$ cat src/rtl/bounce_pkg.sv
// Game types, control and status structs, play-field limits, start tables, segment codes
package bounce_pkg;

    typedef logic [7:0] coord_x_t;
    typedef logic [6:0] coord_y_t;
    typedef logic [1:0] lives_t;
    typedef logic [7:0] score_t;
    // Active-low segments with bit 6 as segment g
    typedef logic [6:0] seg7_t;

    typedef struct packed {
        coord_x_t x;
        coord_y_t y;
    } point_t;

    // Same bit order as KEY[3:0]
    typedef struct packed {
        logic left;
        logic down;
        logic up;
        logic right;
    } dir_t;

    typedef enum logic [1:0] {
        SPEED_SLOW,
        SPEED_MID,
        SPEED_FAST
    } speed_t;

    typedef enum logic {
        PLAYING,
        OVER
    } game_state_t;

    localparam int NUM_BEES = 6;

    typedef struct packed {
        dir_t                player_dir;
        logic [NUM_BEES-1:0] bee_enable;
        speed_t              speed;
        logic                resume;
    } ctrl_t;

    typedef struct packed {
        lives_t lives;
        logic   over;
    } status_t;

    // Reaching a border bound counts as a wall hit
    localparam coord_x_t X_MIN = 8'd4;
    localparam coord_x_t X_MAX = 8'd152;
    localparam coord_y_t Y_MIN = 7'd24;
    localparam coord_y_t Y_MAX = 7'd112;

    localparam int unsigned HIT_RADIUS = 3;

    localparam point_t PLAYER_START = '{x: 8'd80, y: 7'd60};
    localparam lives_t LIVES_START  = 2'd3;

    localparam point_t BEE_START_POS [NUM_BEES] = '{
        '{x: 8'd30,  y: 7'd48},
        '{x: 8'd34,  y: 7'd74},
        '{x: 8'd103, y: 7'd89},
        '{x: 8'd67,  y: 7'd100},
        '{x: 8'd108, y: 7'd56},
        '{x: 8'd67,  y: 7'd29}
    };

    localparam dir_t BEE_START_DIR [NUM_BEES] = '{
        4'b1100, 4'b1100, 4'b0011, 4'b0101, 4'b0101, 4'b1100
    };

    localparam seg7_t SEG_BLANK = 7'b1111111;

    // Hex digits 0 to F
    localparam seg7_t SEG_HEX [16] = '{
        7'b1000000, 7'b1111001, 7'b0100100, 7'b0110000,
        7'b0011001, 7'b0010010, 7'b0000010, 7'b1111000,
        7'b0000000, 7'b0010000, 7'b0001000, 7'b0000011,
        7'b1000110, 7'b0100001, 7'b0000110, 7'b0001110
    };

    // "GAME OVEr" read from HEX7 down to HEX0 with entry 0 on HEX0
    localparam seg7_t SEG_OVER [8] = '{
        7'b0101111, 7'b0000110, 7'b1000001, 7'b1000000,
        7'b0000110, 7'b1101010, 7'b0001000, 7'b1000010
    };

endpackage

$ cat src/rtl/game_tick.sv
// Game tick rate divider with speed-selected reload period
`timescale 1ns/1ps

module game_tick #(
    parameter int TICK_SLOW = 1000000,
    parameter int TICK_MID  = 750000,
    parameter int TICK_FAST = 500000
) (
    input  logic               CLOCK_50,
    input  logic               rst_n,
    input  bounce_pkg::speed_t speed,
    output logic               tick
);
    import bounce_pkg::*;

    localparam int MAX_A  = (TICK_SLOW > TICK_MID) ? TICK_SLOW : TICK_MID;
    localparam int MAX_P  = (MAX_A > TICK_FAST) ? MAX_A : TICK_FAST;
    localparam int CW     = $clog2(MAX_P + 1);

    logic [CW-1:0] count;
    int            period;

    always_comb
    begin
        case (speed)
            SPEED_FAST: period = TICK_FAST;
            SPEED_MID:  period = TICK_MID;
            default:    period = TICK_SLOW;
        endcase
    end

    // Speed is only looked at on reload
    always_ff @(posedge CLOCK_50)
    begin
        if (!rst_n)
            count <= CW'(TICK_SLOW - 1);
        else if (count == '0)
            count <= CW'(period - 1);
        else
            count <= count - 1'b1;
    end

    assign tick = (count == '0);

endmodule

$ cat src/rtl/control_decode.sv
// Control decoder for keys, bee enables, speed select and resume edge
`timescale 1ns/1ps

module control_decode (
    input  logic              CLOCK_50,
    input  logic              rst_n,
    input  logic [3:0]        KEY,
    input  logic [17:0]       SW,
    output bounce_pkg::ctrl_t ctrl
);
    import bounce_pkg::*;

    speed_t speed_next;
    logic   sw15_q;

    // 00 slow, either switch mid, both fast
    always_comb
    begin
        case (SW[17:16])
            2'b00:   speed_next = SPEED_SLOW;
            2'b11:   speed_next = SPEED_FAST;
            default: speed_next = SPEED_MID;
        endcase
    end

    always_ff @(posedge CLOCK_50)
    begin
        if (!rst_n)
        begin
            ctrl   <= '0;
            sw15_q <= 1'b0;
        end
        else
        begin
            // Keys are active low
            ctrl.player_dir <= dir_t'(~KEY);
            ctrl.bee_enable <= SW[NUM_BEES-1:0];
            ctrl.speed      <= speed_next;
            ctrl.resume     <= SW[15] & ~sw15_q;
            sw15_q          <= SW[15];
        end
    end

endmodule

$ cat src/rtl/sprite_motion.sv
// Player and bee position registers with bee bounce and player respawn
`timescale 1ns/1ps

module sprite_motion (
    input  logic                CLOCK_50,
    input  logic                rst_n,
    input  logic                tick,
    input  logic                respawn,
    input  bounce_pkg::ctrl_t   ctrl,
    input  bounce_pkg::status_t status,
    output bounce_pkg::point_t  player_pos,
    output bounce_pkg::point_t  bee_pos [bounce_pkg::NUM_BEES]
);
    import bounce_pkg::*;

    dir_t bee_dir      [NUM_BEES];
    dir_t bee_dir_next [NUM_BEES];

    // One pixel per set flag
    function automatic point_t step_point(point_t p, dir_t d);
        point_t n;
        n.x = p.x + coord_x_t'(d.right) - coord_x_t'(d.left);
        n.y = p.y + coord_y_t'(d.down) - coord_y_t'(d.up);
        return n;
    endfunction

    // Turn away from whichever border the bee sits on
    function automatic dir_t bounce_dir(point_t p, dir_t d);
        dir_t n;
        n = d;
        if (p.x >= X_MAX)
        begin
            n.left  = 1'b1;
            n.right = 1'b0;
        end
        else if (p.x <= X_MIN)
        begin
            n.left  = 1'b0;
            n.right = 1'b1;
        end
        if (p.y >= Y_MAX)
        begin
            n.down = 1'b0;
            n.up   = 1'b1;
        end
        else if (p.y <= Y_MIN)
        begin
            n.down = 1'b1;
            n.up   = 1'b0;
        end
        return n;
    endfunction

    always_comb
    begin
        for (int i = 0; i < NUM_BEES; i++)
            bee_dir_next[i] = bounce_dir(bee_pos[i], bee_dir[i]);
    end

    always_ff @(posedge CLOCK_50)
    begin
        if (!rst_n)
            player_pos <= PLAYER_START;
        else if (tick)
        begin
            if (respawn)
                player_pos <= PLAYER_START;
            else if (!status.over)
                player_pos <= step_point(player_pos, ctrl.player_dir);
        end
    end

    // Bees keep flying even when disabled or after game over
    always_ff @(posedge CLOCK_50)
    begin
        for (int i = 0; i < NUM_BEES; i++)
        begin
            if (!rst_n)
            begin
                bee_pos[i] <= BEE_START_POS[i];
                bee_dir[i] <= BEE_START_DIR[i];
            end
            else if (tick)
            begin
                bee_dir[i] <= bee_dir_next[i];
                bee_pos[i] <= step_point(bee_pos[i], bee_dir_next[i]);
            end
        end
    end

endmodule

$ cat src/rtl/hit_and_lives.sv
// Collision detection, lives counter and playing/over FSM
`timescale 1ns/1ps

module hit_and_lives (
    input  logic                CLOCK_50,
    input  logic                rst_n,
    input  logic                tick,
    input  bounce_pkg::ctrl_t   ctrl,
    input  bounce_pkg::point_t  player_pos,
    input  bounce_pkg::point_t  bee_pos [bounce_pkg::NUM_BEES],
    output logic                respawn,
    output bounce_pkg::status_t status
);
    import bounce_pkg::*;

    game_state_t state;
    lives_t      lives;
    logic        wall_hit;
    logic        bee_hit;

    assign wall_hit = (player_pos.x >= X_MAX) || (player_pos.x <= X_MIN)
                   || (player_pos.y >= Y_MAX) || (player_pos.y <= Y_MIN);

    always_comb
    begin : bee_check
        coord_x_t dx;
        coord_y_t dy;
        bee_hit = 1'b0;
        for (int i = 0; i < NUM_BEES; i++)
        begin
            dx = (player_pos.x >= bee_pos[i].x) ? player_pos.x - bee_pos[i].x
                                                : bee_pos[i].x - player_pos.x;
            dy = (player_pos.y >= bee_pos[i].y) ? player_pos.y - bee_pos[i].y
                                                : bee_pos[i].y - player_pos.y;
            if (ctrl.bee_enable[i] && dx <= HIT_RADIUS && dy <= HIT_RADIUS)
                bee_hit = 1'b1;
        end
    end

    // Collisions don't count once the game is over
    assign respawn = tick && (wall_hit || bee_hit) && (state == PLAYING);

    always_ff @(posedge CLOCK_50)
    begin
        if (!rst_n)
        begin
            state <= PLAYING;
            lives <= LIVES_START;
        end
        else
        begin
            case (state)
                PLAYING:
                    if (respawn)
                    begin
                        if (lives != '0)
                            lives <= lives - 1'b1;
                        else
                        begin
                            state <= OVER;
                            lives <= LIVES_START;
                        end
                    end
                default:
                    if (ctrl.resume)
                        state <= PLAYING;
            endcase
        end
    end

    assign status.lives = lives;
    assign status.over  = (state == OVER);

endmodule

$ cat src/rtl/scoreboard_display.sv
// Score and high score counters with seven-segment display encoding
`timescale 1ns/1ps

module scoreboard_display #(
    parameter int SCORE_INTERVAL = 100
) (
    input  logic                CLOCK_50,
    input  logic                rst_n,
    input  logic                tick,
    input  bounce_pkg::status_t status,
    output bounce_pkg::seg7_t   HEX0,
    output bounce_pkg::seg7_t   HEX1,
    output bounce_pkg::seg7_t   HEX2,
    output bounce_pkg::seg7_t   HEX3,
    output bounce_pkg::seg7_t   HEX4,
    output bounce_pkg::seg7_t   HEX5,
    output bounce_pkg::seg7_t   HEX6,
    output bounce_pkg::seg7_t   HEX7
);
    import bounce_pkg::*;

    localparam int PW = $clog2(SCORE_INTERVAL + 1);

    logic [PW-1:0] prescale;
    score_t        score;
    score_t        high_score;
    seg7_t         seg [8];

    // Score restarts from zero for as long as the game is over
    always_ff @(posedge CLOCK_50)
    begin
        if (!rst_n || status.over)
        begin
            prescale <= '0;
            score    <= '0;
        end
        else if (tick)
        begin
            if (prescale == PW'(SCORE_INTERVAL - 1))
            begin
                prescale <= '0;
                score    <= score + 1'b1;
            end
            else
                prescale <= prescale + 1'b1;
        end
    end

    always_ff @(posedge CLOCK_50)
    begin
        if (!rst_n)
            high_score <= '0;
        else if (score > high_score)
            high_score <= score;
    end

    always_comb
    begin
        if (status.over)
        begin
            for (int i = 0; i < 8; i++)
                seg[i] = SEG_OVER[i];
        end
        else
        begin
            seg[0] = SEG_HEX[{2'b00, status.lives}];
            seg[1] = SEG_BLANK;
            seg[2] = SEG_BLANK;
            seg[3] = SEG_BLANK;
            seg[4] = SEG_HEX[score[3:0]];
            seg[5] = SEG_HEX[score[7:4]];
            seg[6] = SEG_HEX[high_score[3:0]];
            seg[7] = SEG_HEX[high_score[7:4]];
        end
    end

    assign HEX0 = seg[0];
    assign HEX1 = seg[1];
    assign HEX2 = seg[2];
    assign HEX3 = seg[3];
    assign HEX4 = seg[4];
    assign HEX5 = seg[5];
    assign HEX6 = seg[6];
    assign HEX7 = seg[7];

endmodule

$ cat src/rtl/bounce_top.sv
// Top level of the bee dodge game logic
`timescale 1ns/1ps

module bounce_top #(
    parameter int TICK_SLOW      = 1000000,
    parameter int TICK_MID       = 750000,
    parameter int TICK_FAST      = 500000,
    parameter int SCORE_INTERVAL = 100
) (
    input  logic                CLOCK_50,
    input  logic                rst_n,
    input  logic [3:0]          KEY,
    input  logic [17:0]         SW,
    output bounce_pkg::seg7_t   HEX0,
    output bounce_pkg::seg7_t   HEX1,
    output bounce_pkg::seg7_t   HEX2,
    output bounce_pkg::seg7_t   HEX3,
    output bounce_pkg::seg7_t   HEX4,
    output bounce_pkg::seg7_t   HEX5,
    output bounce_pkg::seg7_t   HEX6,
    output bounce_pkg::seg7_t   HEX7,
    output bounce_pkg::point_t  player_pos,
    output bounce_pkg::point_t  bee_pos [bounce_pkg::NUM_BEES],
    output bounce_pkg::status_t status
);
    import bounce_pkg::*;

    ctrl_t ctrl;
    logic  tick;
    logic  respawn;

    // Decode
    control_decode u_decode (
        .CLOCK_50 (CLOCK_50),
        .rst_n    (rst_n),
        .KEY      (KEY),
        .SW       (SW),
        .ctrl     (ctrl)
    );

    game_tick #(
        .TICK_SLOW (TICK_SLOW),
        .TICK_MID  (TICK_MID),
        .TICK_FAST (TICK_FAST)
    ) u_tick (
        .CLOCK_50 (CLOCK_50),
        .rst_n    (rst_n),
        .speed    (ctrl.speed),
        .tick     (tick)
    );

    // Execute
    sprite_motion u_motion (
        .CLOCK_50   (CLOCK_50),
        .rst_n      (rst_n),
        .tick       (tick),
        .respawn    (respawn),
        .ctrl       (ctrl),
        .status     (status),
        .player_pos (player_pos),
        .bee_pos    (bee_pos)
    );

    hit_and_lives u_hits (
        .CLOCK_50   (CLOCK_50),
        .rst_n      (rst_n),
        .tick       (tick),
        .ctrl       (ctrl),
        .player_pos (player_pos),
        .bee_pos    (bee_pos),
        .respawn    (respawn),
        .status     (status)
    );

    // Result
    scoreboard_display #(
        .SCORE_INTERVAL (SCORE_INTERVAL)
    ) u_score (
        .CLOCK_50 (CLOCK_50),
        .rst_n    (rst_n),
        .tick     (tick),
        .status   (status),
        .HEX0     (HEX0),
        .HEX1     (HEX1),
        .HEX2     (HEX2),
        .HEX3     (HEX3),
        .HEX4     (HEX4),
        .HEX5     (HEX5),
        .HEX6     (HEX6),
        .HEX7     (HEX7)
    );

endmodule

$ cat config.mk
export PLATFORM = sky130hd
export DESIGN_NAME = bounce_top
export DESIGN_NICKNAME = d
export VERILOG_FILES = /design/src/rtl/bounce_pkg.sv /design/src/rtl/game_tick.sv /design/src/rtl/control_decode.sv /design/src/rtl/sprite_motion.sv /design/src/rtl/hit_and_lives.sv /design/src/rtl/scoreboard_display.sv /design/src/rtl/bounce_top.sv
export SDC_FILE = /design/constraint.sdc
export NUM_CORES = 1
export LEC_CHECK = 0
export BUFFER_PORTS_ARGS = -buffer_cell sky130_fd_sc_hd__buf_2
export CORE_MARGIN = 2
export CORE_UTILIZATION = 49
export DETAILED_ROUTE_END_ITERATION = 10
export GPL_TIMING_DRIVEN = 0
export PLACE_DENSITY = 0.71
export SETUP_SLACK_MARGIN = 0.05
export SYNTH_ARGS = -nofsm -noshare
export SYNTH_HDL_FRONTEND = slang
export SYNTH_SLANG_ARGS = --single-unit
$ cat constraint.sdc
create_clock -name CLOCK_50 -period 8.55 [get_ports CLOCK_50]
set_input_delay 0.4275 -clock CLOCK_50 [delete_from_list [all_inputs] [get_ports CLOCK_50]]
set_output_delay 0.4275 -clock CLOCK_50 [all_outputs]
set_load 0.05 [all_outputs]
* Word-level counts from Yosys, hierarchy flattened
Memories as Yosys holds them, arrays and structs flattened.
Index checks and enable logic that the tools add are counted.
** Cells by class
- $add $sub $neg :: 57
- $lt $le $gt $ge :: 58
- Equal/unequal tests :: 5
- Mux-type cells :: 86
- Bitwise logic cells :: 15
- Reductions and logical operators :: 26
** Operator list (number)
- $mux W7 :: 17
- $sub A8 B8 Y8 :: 12
- $sub A7 B7 Y7 :: 12
- $add A8 B1 Y8 :: 7
- $ge A8 B8 Y1 const B :: 7
- $le A8 B3 Y1 const B :: 7
- $mux W56 :: 1
- $sub A8 B1 Y8 :: 7
- $add A7 B1 Y7 :: 7
- $ge A7 B7 Y1 const B :: 7
- $le A7 B5 Y1 const B :: 7
- $sub A7 B1 Y7 :: 7
- $ge A8 B8 Y1 :: 6
- $le A8 B2 Y1 const B :: 6
- $mux W8 :: 6
- $ge A7 B7 Y1 :: 6
- $le A7 B2 Y1 const B :: 6
- $pmux W20 S2 :: 1
- $sub A20 B1 Y20 const B :: 2
- $mux W1 :: 38
- $mux W15 :: 2
- $mux W2 :: 13
- $ge A5 B5 Y1 const B :: 5
- $mux W4 :: 6
- other kinds (23) :: 52
** Word-level totals
- Flip-flop bits (word level) :: 165
- RAM bits :: 24
- Memory bits (read-only) :: 560
- Output and inout port bits :: 164
- Word-level logic and storage cells :: 281
- Memories :: 6
** Memories
- (name not given) :: words 16, bits a word 7, rd ports 1, clocked after Yosys merged registers in 0, write ports 0, line scoreboard_display.sv:72 : seg[6] = SEG_HEX[high_score[3:0]];
- (name not given) :: words 16, bits a word 7, rd ports 1, clocked after Yosys merged registers in 0, write ports 0, line scoreboard_display.sv:73 : seg[7] = SEG_HEX[high_score[7:4]];
- (name not given) :: words 16, bits a word 7, rd ports 1, clocked after Yosys merged registers in 0, write ports 0, line scoreboard_display.sv:66 : seg[0] = SEG_HEX[{2'b00, status.lives}];
- (name not given) :: words 16, bits a word 7, rd ports 1, clocked after Yosys merged registers in 0, write ports 0, line scoreboard_display.sv:71 : seg[5] = SEG_HEX[score[7:4]];
- (name not given) :: words 16, bits a word 7, rd ports 1, clocked after Yosys merged registers in 0, write ports 0, line scoreboard_display.sv:70 : seg[4] = SEG_HEX[score[3:0]];
- u_motion.bee_dir :: words 6, bits a word 4, rd ports 6, clocked after Yosys merged registers in 0, write ports 6, line sprite_motion.sv:16 : dir_t bee_dir [NUM_BEES];

* Logic depth before layout (Yosys ltp)
- Depth after elaboration :: 16
- Mapped depth :: 19

* By module
A second synthesis with hierarchy kept.
** Unflattened totals
- Cell total of the unflattened synthesis :: 2634
- Area total of the unflattened synthesis :: 21336.7 um2
** By module, submodules not included
- sprite_motion :: instances 1, cells an instance 1130, area an instance 9821.9 um2
- hit_and_lives :: instances 1, cells an instance 1004, area an instance 7438.4 um2
- scoreboard_display :: instances 1, cells an instance 342, area an instance 2532.4 um2
- game_tick :: instances 1, cells an instance 128, area an instance 1132.3 um2
- control_decode :: instances 1, cells an instance 30, area an instance 411.6 um2

* Worst setup path before layout
Ideal clock, no wire load.
- Kind :: register to register
- From :: register u_motion.player_pos[8] (netlist name)
- To :: register u_motion.player_pos[14] (netlist name)
- Library setup time :: 101 ps
- Data arrival time :: 4426 ps
- Required time :: 8449 ps
- Slack :: 4023 ps
- Stages on the path, launching flop included :: 14
- Path buffers :: 1
- Period minus slack after synthesis :: 4527 ps
- Cell sequence :: dfxtp_1 inv_1 ha_1 and4_1 a211oi_2 o21a_1 buf_4 mux2i_1 o22ai_1 o2111ai_1 a2111oi_4 a2111oi_4 a21oi_4 a2111oi_4
** Between the ends
- Cells in the longest elaborated chain, start to end :: 16
- Elaborated cells between the ends (all ways) :: 62
- Classes of those cells :: add/sub: 14; order compare: 14; eq/ne: 1; mux: 14; reduce/logical: 19
** Ends and longest elaborated chain
- $sub A8 B8 Y8 (tied with other cells) :: line hit_and_lives.sv:32 : : bee_pos[i].x - player_pos.x;
- $mux W8 :: line hit_and_lives.sv:31 : dx = (player_pos.x >= bee_pos[i].x) ? player_pos.x - bee_pos[i].x
- $le A8 B2 Y1 :: line hit_and_lives.sv:35 : if (ctrl.bee_enable[i] && dx <= HIT_RADIUS && dy <= HIT_RADIUS)
- $logic_and A1 B1 Y1 (2 in series) :: line hit_and_lives.sv:35
- $mux W1 (6 in series) :: line hit_and_lives.sv:35
- $logic_or A1 B1 Y1 :: line hit_and_lives.sv:41 : assign respawn = tick && (wall_hit || bee_hit) && (state == PLAYING);
- $logic_and A1 B1 Y1 (2 in series) :: line hit_and_lives.sv:41
- $ne A2 B2 Y1 (no line)
- $reduce_and A2 Y1 (no line)
Several ways; a longest one is shown, not always the timed one. The select of a mux whose other input is x is not followed.
A chain may end at the register's enable or synchronous reset.

* Worst setup path in the final report
- From :: register u_motion.player_pos[8] (netlist name)
- To :: register u_motion.player_pos[14] (netlist name)
** Between the ends
- Cells in the longest elaborated chain, start to end :: 16
- Elaborated cells between the ends (all ways) :: 62
- Classes of those cells :: add/sub: 14; order compare: 14; eq/ne: 1; mux: 14; reduce/logical: 19
** Ends and longest elaborated chain (line)
- $sub A8 B8 Y8 (tied with other cells) :: hit_and_lives.sv:32
- $mux W8 :: hit_and_lives.sv:31
- $le A8 B2 Y1 :: hit_and_lives.sv:35
- $logic_and A1 B1 Y1 (2 in series) :: hit_and_lives.sv:35
- $mux W1 (6 in series) :: hit_and_lives.sv:35
- $logic_or A1 B1 Y1 :: hit_and_lives.sv:41
- $logic_and A1 B1 Y1 (2 in series) :: hit_and_lives.sv:41
- $ne A2 B2 Y1 (no line)
- $reduce_and A2 Y1 (no line)
Several ways; a longest one is shown, not always the timed one. The select of a mux whose other input is x is not followed.

==> results.cfg <==
[power]
p_int_mw = 1.41
ir_worst_vdd_v = 0.000129
power_frac_clock = 0.475
leakage_nw = 10.8
power_mw = 1.90
power.switching_uw = 488
p_sw_frac = 0.257
pwr-share-comb = 0.046
pwr-share-seq = 0.479
power_density_mw_per_mm2 = 81.9

[sta]
finalCritPeriodShare = 0.744
tightest_slew_ps = 1350
fin_setup_tns_ps = 0
finalSetupViolations = 0
slew-limit-headroom = 0.0954
hold_viol = 0
period_needed_ps = 6360
rsz0062_at_grt = false
finalMaxSlewViolations = 0
fmax_mhz = 157
fin_skew_ps = 17.4

[synthesis]
synth_edf_count = 24
synth_top_area_cell = ha_1
synthMostInstantiatedCell = ha_1
netlist_top_cells_area = ha_1 24%, dfxtp_1 16%, a21oi_1 5.1%
post_synth_num_cell_types = 102
yosysSeqAreaShare = 0.192
syn-cell-area_sq_mm = 0.0210
synth_common_cells = 395 x ha_1, 267 x inv_1, 213 x a21oi_1
synth_ff_type = dfxtp_1
synth_top_area_frac = 0.235
synth-seq-cells = 189
yosys_warnings = 0
avgSynthCellArea_sq_um = 8.25
syn-instance-count = 2544
synth-async-reset-ratio = 0

[worst_setup_path]
cp.required_ps = 8930
rr_endpoint = u_motion.player_pos[14]
arrival_ps = 6750
setup.worst_path.start = u_motion.player_pos[8]
crit_type = reg -> reg
max_stage_delay_ps = 1230
critPathTopFamily = compound AO/OA/AOI/OAI gates
r2r_setup_slack_ps = 2190
critical_path_buf_inv_count = 1
ff2ff_path_depth = 12
worst_r2r_startpoint = u_motion.player_pos[8]
path_depth = 12
crit_path_start_kind = flip-flop
end_kind = flip-flop
cp_max_fo = 17
crit_chain = inv_1, ha_1, and4_1, a2111oi_0, o21bai_1, a21o_1, a32oi_1, nor3_1, a41oi_1, o41a_1, a21oi_4, a2111oi_4
cp_slowest_cell = dfxtp_1

[placed_design]
dp_hpwl_um = 51500
port_buffers = 172
place.gp.congestion = 0.946

[clocking]
cts_tree = built
clk_pin_slew_ps = 90
numCtsBuffers = 17
postCtsResizedCells = 0
clk_path_buf_depth = 2
htree_levels = 4
cts_root_buf = clkbuf_16
cts_hold_buf = 0
clock_sinks = 189
clk_latency_ps = 470
postCtsSetupRepairBufs = 0

[global_route]
grt_overflow_total = 0
antenna_found_initial = 2
grt_pass1_vias = 18700
grt_start_max_net_pins = 26
grt_pass1_wl_um = 105000
grt_use_total = 0.307

[cells_and_area]
syn_to_final_growth_pct = 10.5
post-route-util = 0.550
fillers = 3900
layout-drive-gt1-share = 0.110
antenna_cells = 0
fin_nets = 3196

[die]
die_area_sq_mm = 0.0445
ios = 188
die_w_um = 211
start_util = 0.498
coreArea_sq_mm = 0.0421
core.rowCount = 75
die_h_um = 211

[run_status]
status = completed

[detailed_routing]
wire_per_inst_um = 21.0
finalWirelength_um = 69200
route.detailed.drc = 0
drtAntennaViolNets = 0
vias = 19700
drt_iter0_drc = 1819
routed_via_density = 6.00
first_pass_iters = 6

[run]
maxCapViolations = 0

[hold_path]
min_path_type = in -> reg
worstHoldPathCells = 2
min_to = u_decode.ctrl[11]
hp-start = KEY[2]
==> layout by cell type, fill, tap and decap left out, types with 16 or more instances in the layout <==
cell       synthesis  layout
nand2_1          189     189
nand4_1           32      32
buf_2             22     194
o21bai_1          38      38
ha_1             395     395
o21ai_0          108     108
a211oi_1          49      49
nor2b_1           29      29
and2_1            21      21
a31oi_1           16      16
nand2b_1          22      22
clkbuf_1          60      60
xor2_1            50      50
clkbuf_16          0      17
nand3_1           46      46
o211ai_1          58      58
a21o_1            66      66
nor2_1           166     166
o21a_1            20      20
fa_1              38      38
buf_4             26      26
mux2i_1           53      53
edfxtp_1          24      24
and3_1            19      19
xnor2_1           85      85
inv_1            267     267
a21oi_1          213     213
or3_1             20      20
dfxtp_1          165     165
nor3_1            20      20
==> worst max-delay path by stage <==
stage                                          to  slack [ps]
final                     u_motion.player_pos[14]        2190
after global routing      u_motion.player_pos[14]        2140
after CTS                 u_motion.player_pos[14]        2330
after detailed placement  u_motion.player_pos[14]        2370
after global placement    u_motion.player_pos[14]        2530
after floorplan           u_motion.player_pos[14]        4020
==> final cells by class <==
cell class	count	area, sq um	share of cell area
multi-input cells	1968	15400	0.662
plain buffers	122	617	0.0266
repair buffers	172	861	0.0371
clock buffers	17	425	0.0183
flip-flops and latches	189	4020	0.174
clock inverters	15	220	0.00950
well taps	539	674	0.0291
inverters	269	1010	0.0436
==> cell families (layout without fill, tap and decap cells) <==
| group | Yosys count | in the layout | synth area share |
|---|---|---|---|
| AO/OA/AOI/OAI | 709 | 709 | 0.228 |
| flip-flops | 189 | 189 | 0.192 |
| other | 1 | 5 | 0.000179 |
| multiplexers | 57 | 57 | 0.0275 |
| adder cells (fa/ha/maj) | 433 | 433 | 0.272 |
| AND/OR/NAND/NOR | 629 | 629 | 0.147 |
| XOR/XNOR | 135 | 135 | 0.0563 |
| buffers and inverters | 391 | 595 | 0.0775 |
==> flip-flops by register name, indices dropped and copies added (netlist names), 2 cells and up <==
register,cells
u_motion.bee_dir,24
u_hits.lives,2
u_score.score,8
u_decode.ctrl,13
u_tick.count,20
u_score.prescale,7
u_score.high_score,8
u_motion.player_pos,15
u_motion.bee_pos,90
==> layer usage <==
| metal | GRT usage | share of wire | vias up |
|---|---|---|---|
| met4 | 0.131 | 0.043 | 0 |
| met2 | 0.511 | 0.46 | 828 |
| met3 | 0.0409 | 0.073 | 175 |
| li1 | - | - | 9328 |
| met1 | 0.400 | 0.42 | 9405 |
| met5 | 0 | 0 | - |
==> power by group through the flow <==
stage	clock network, mW	registers [mW]	logic (mW)
after floorplan	0	0.929	0.0548
after global placement	0	0.931	0.0834
after detailed placement	0	0.931	0.0847
after CTS	0.903	0.910	0.0857
after global routing	0.943	0.911	0.0938
final	0.901	0.910	0.0873
==> stage by stage <==
stage	setup slack [ps]	hold slack, ps	instances	instance area, sq um
final	2190	155	3291	23200
after global routing	2140	134	3291	23200
after CTS	2330	135	3291	23200
after detailed placement	2370	377	3259	22500
after global placement	2530	373	3259	22500
after floorplan	4020	367	2548	21000
==> worst register-to-register path, stage by stage (launching register included) <==
cell       delay [ps]
dfxtp_1          1230
inv_1             940
ha_1              590
and4_1            210
a2111oi_0         550
o21bai_1          180
a21o_1            200
a32oi_1           670
nor3_1            150
a41oi_1           550
o41a_1            520
a21oi_4           150
a2111oi_4         330
Note: power is estimated with default switching activity, not from simulation.
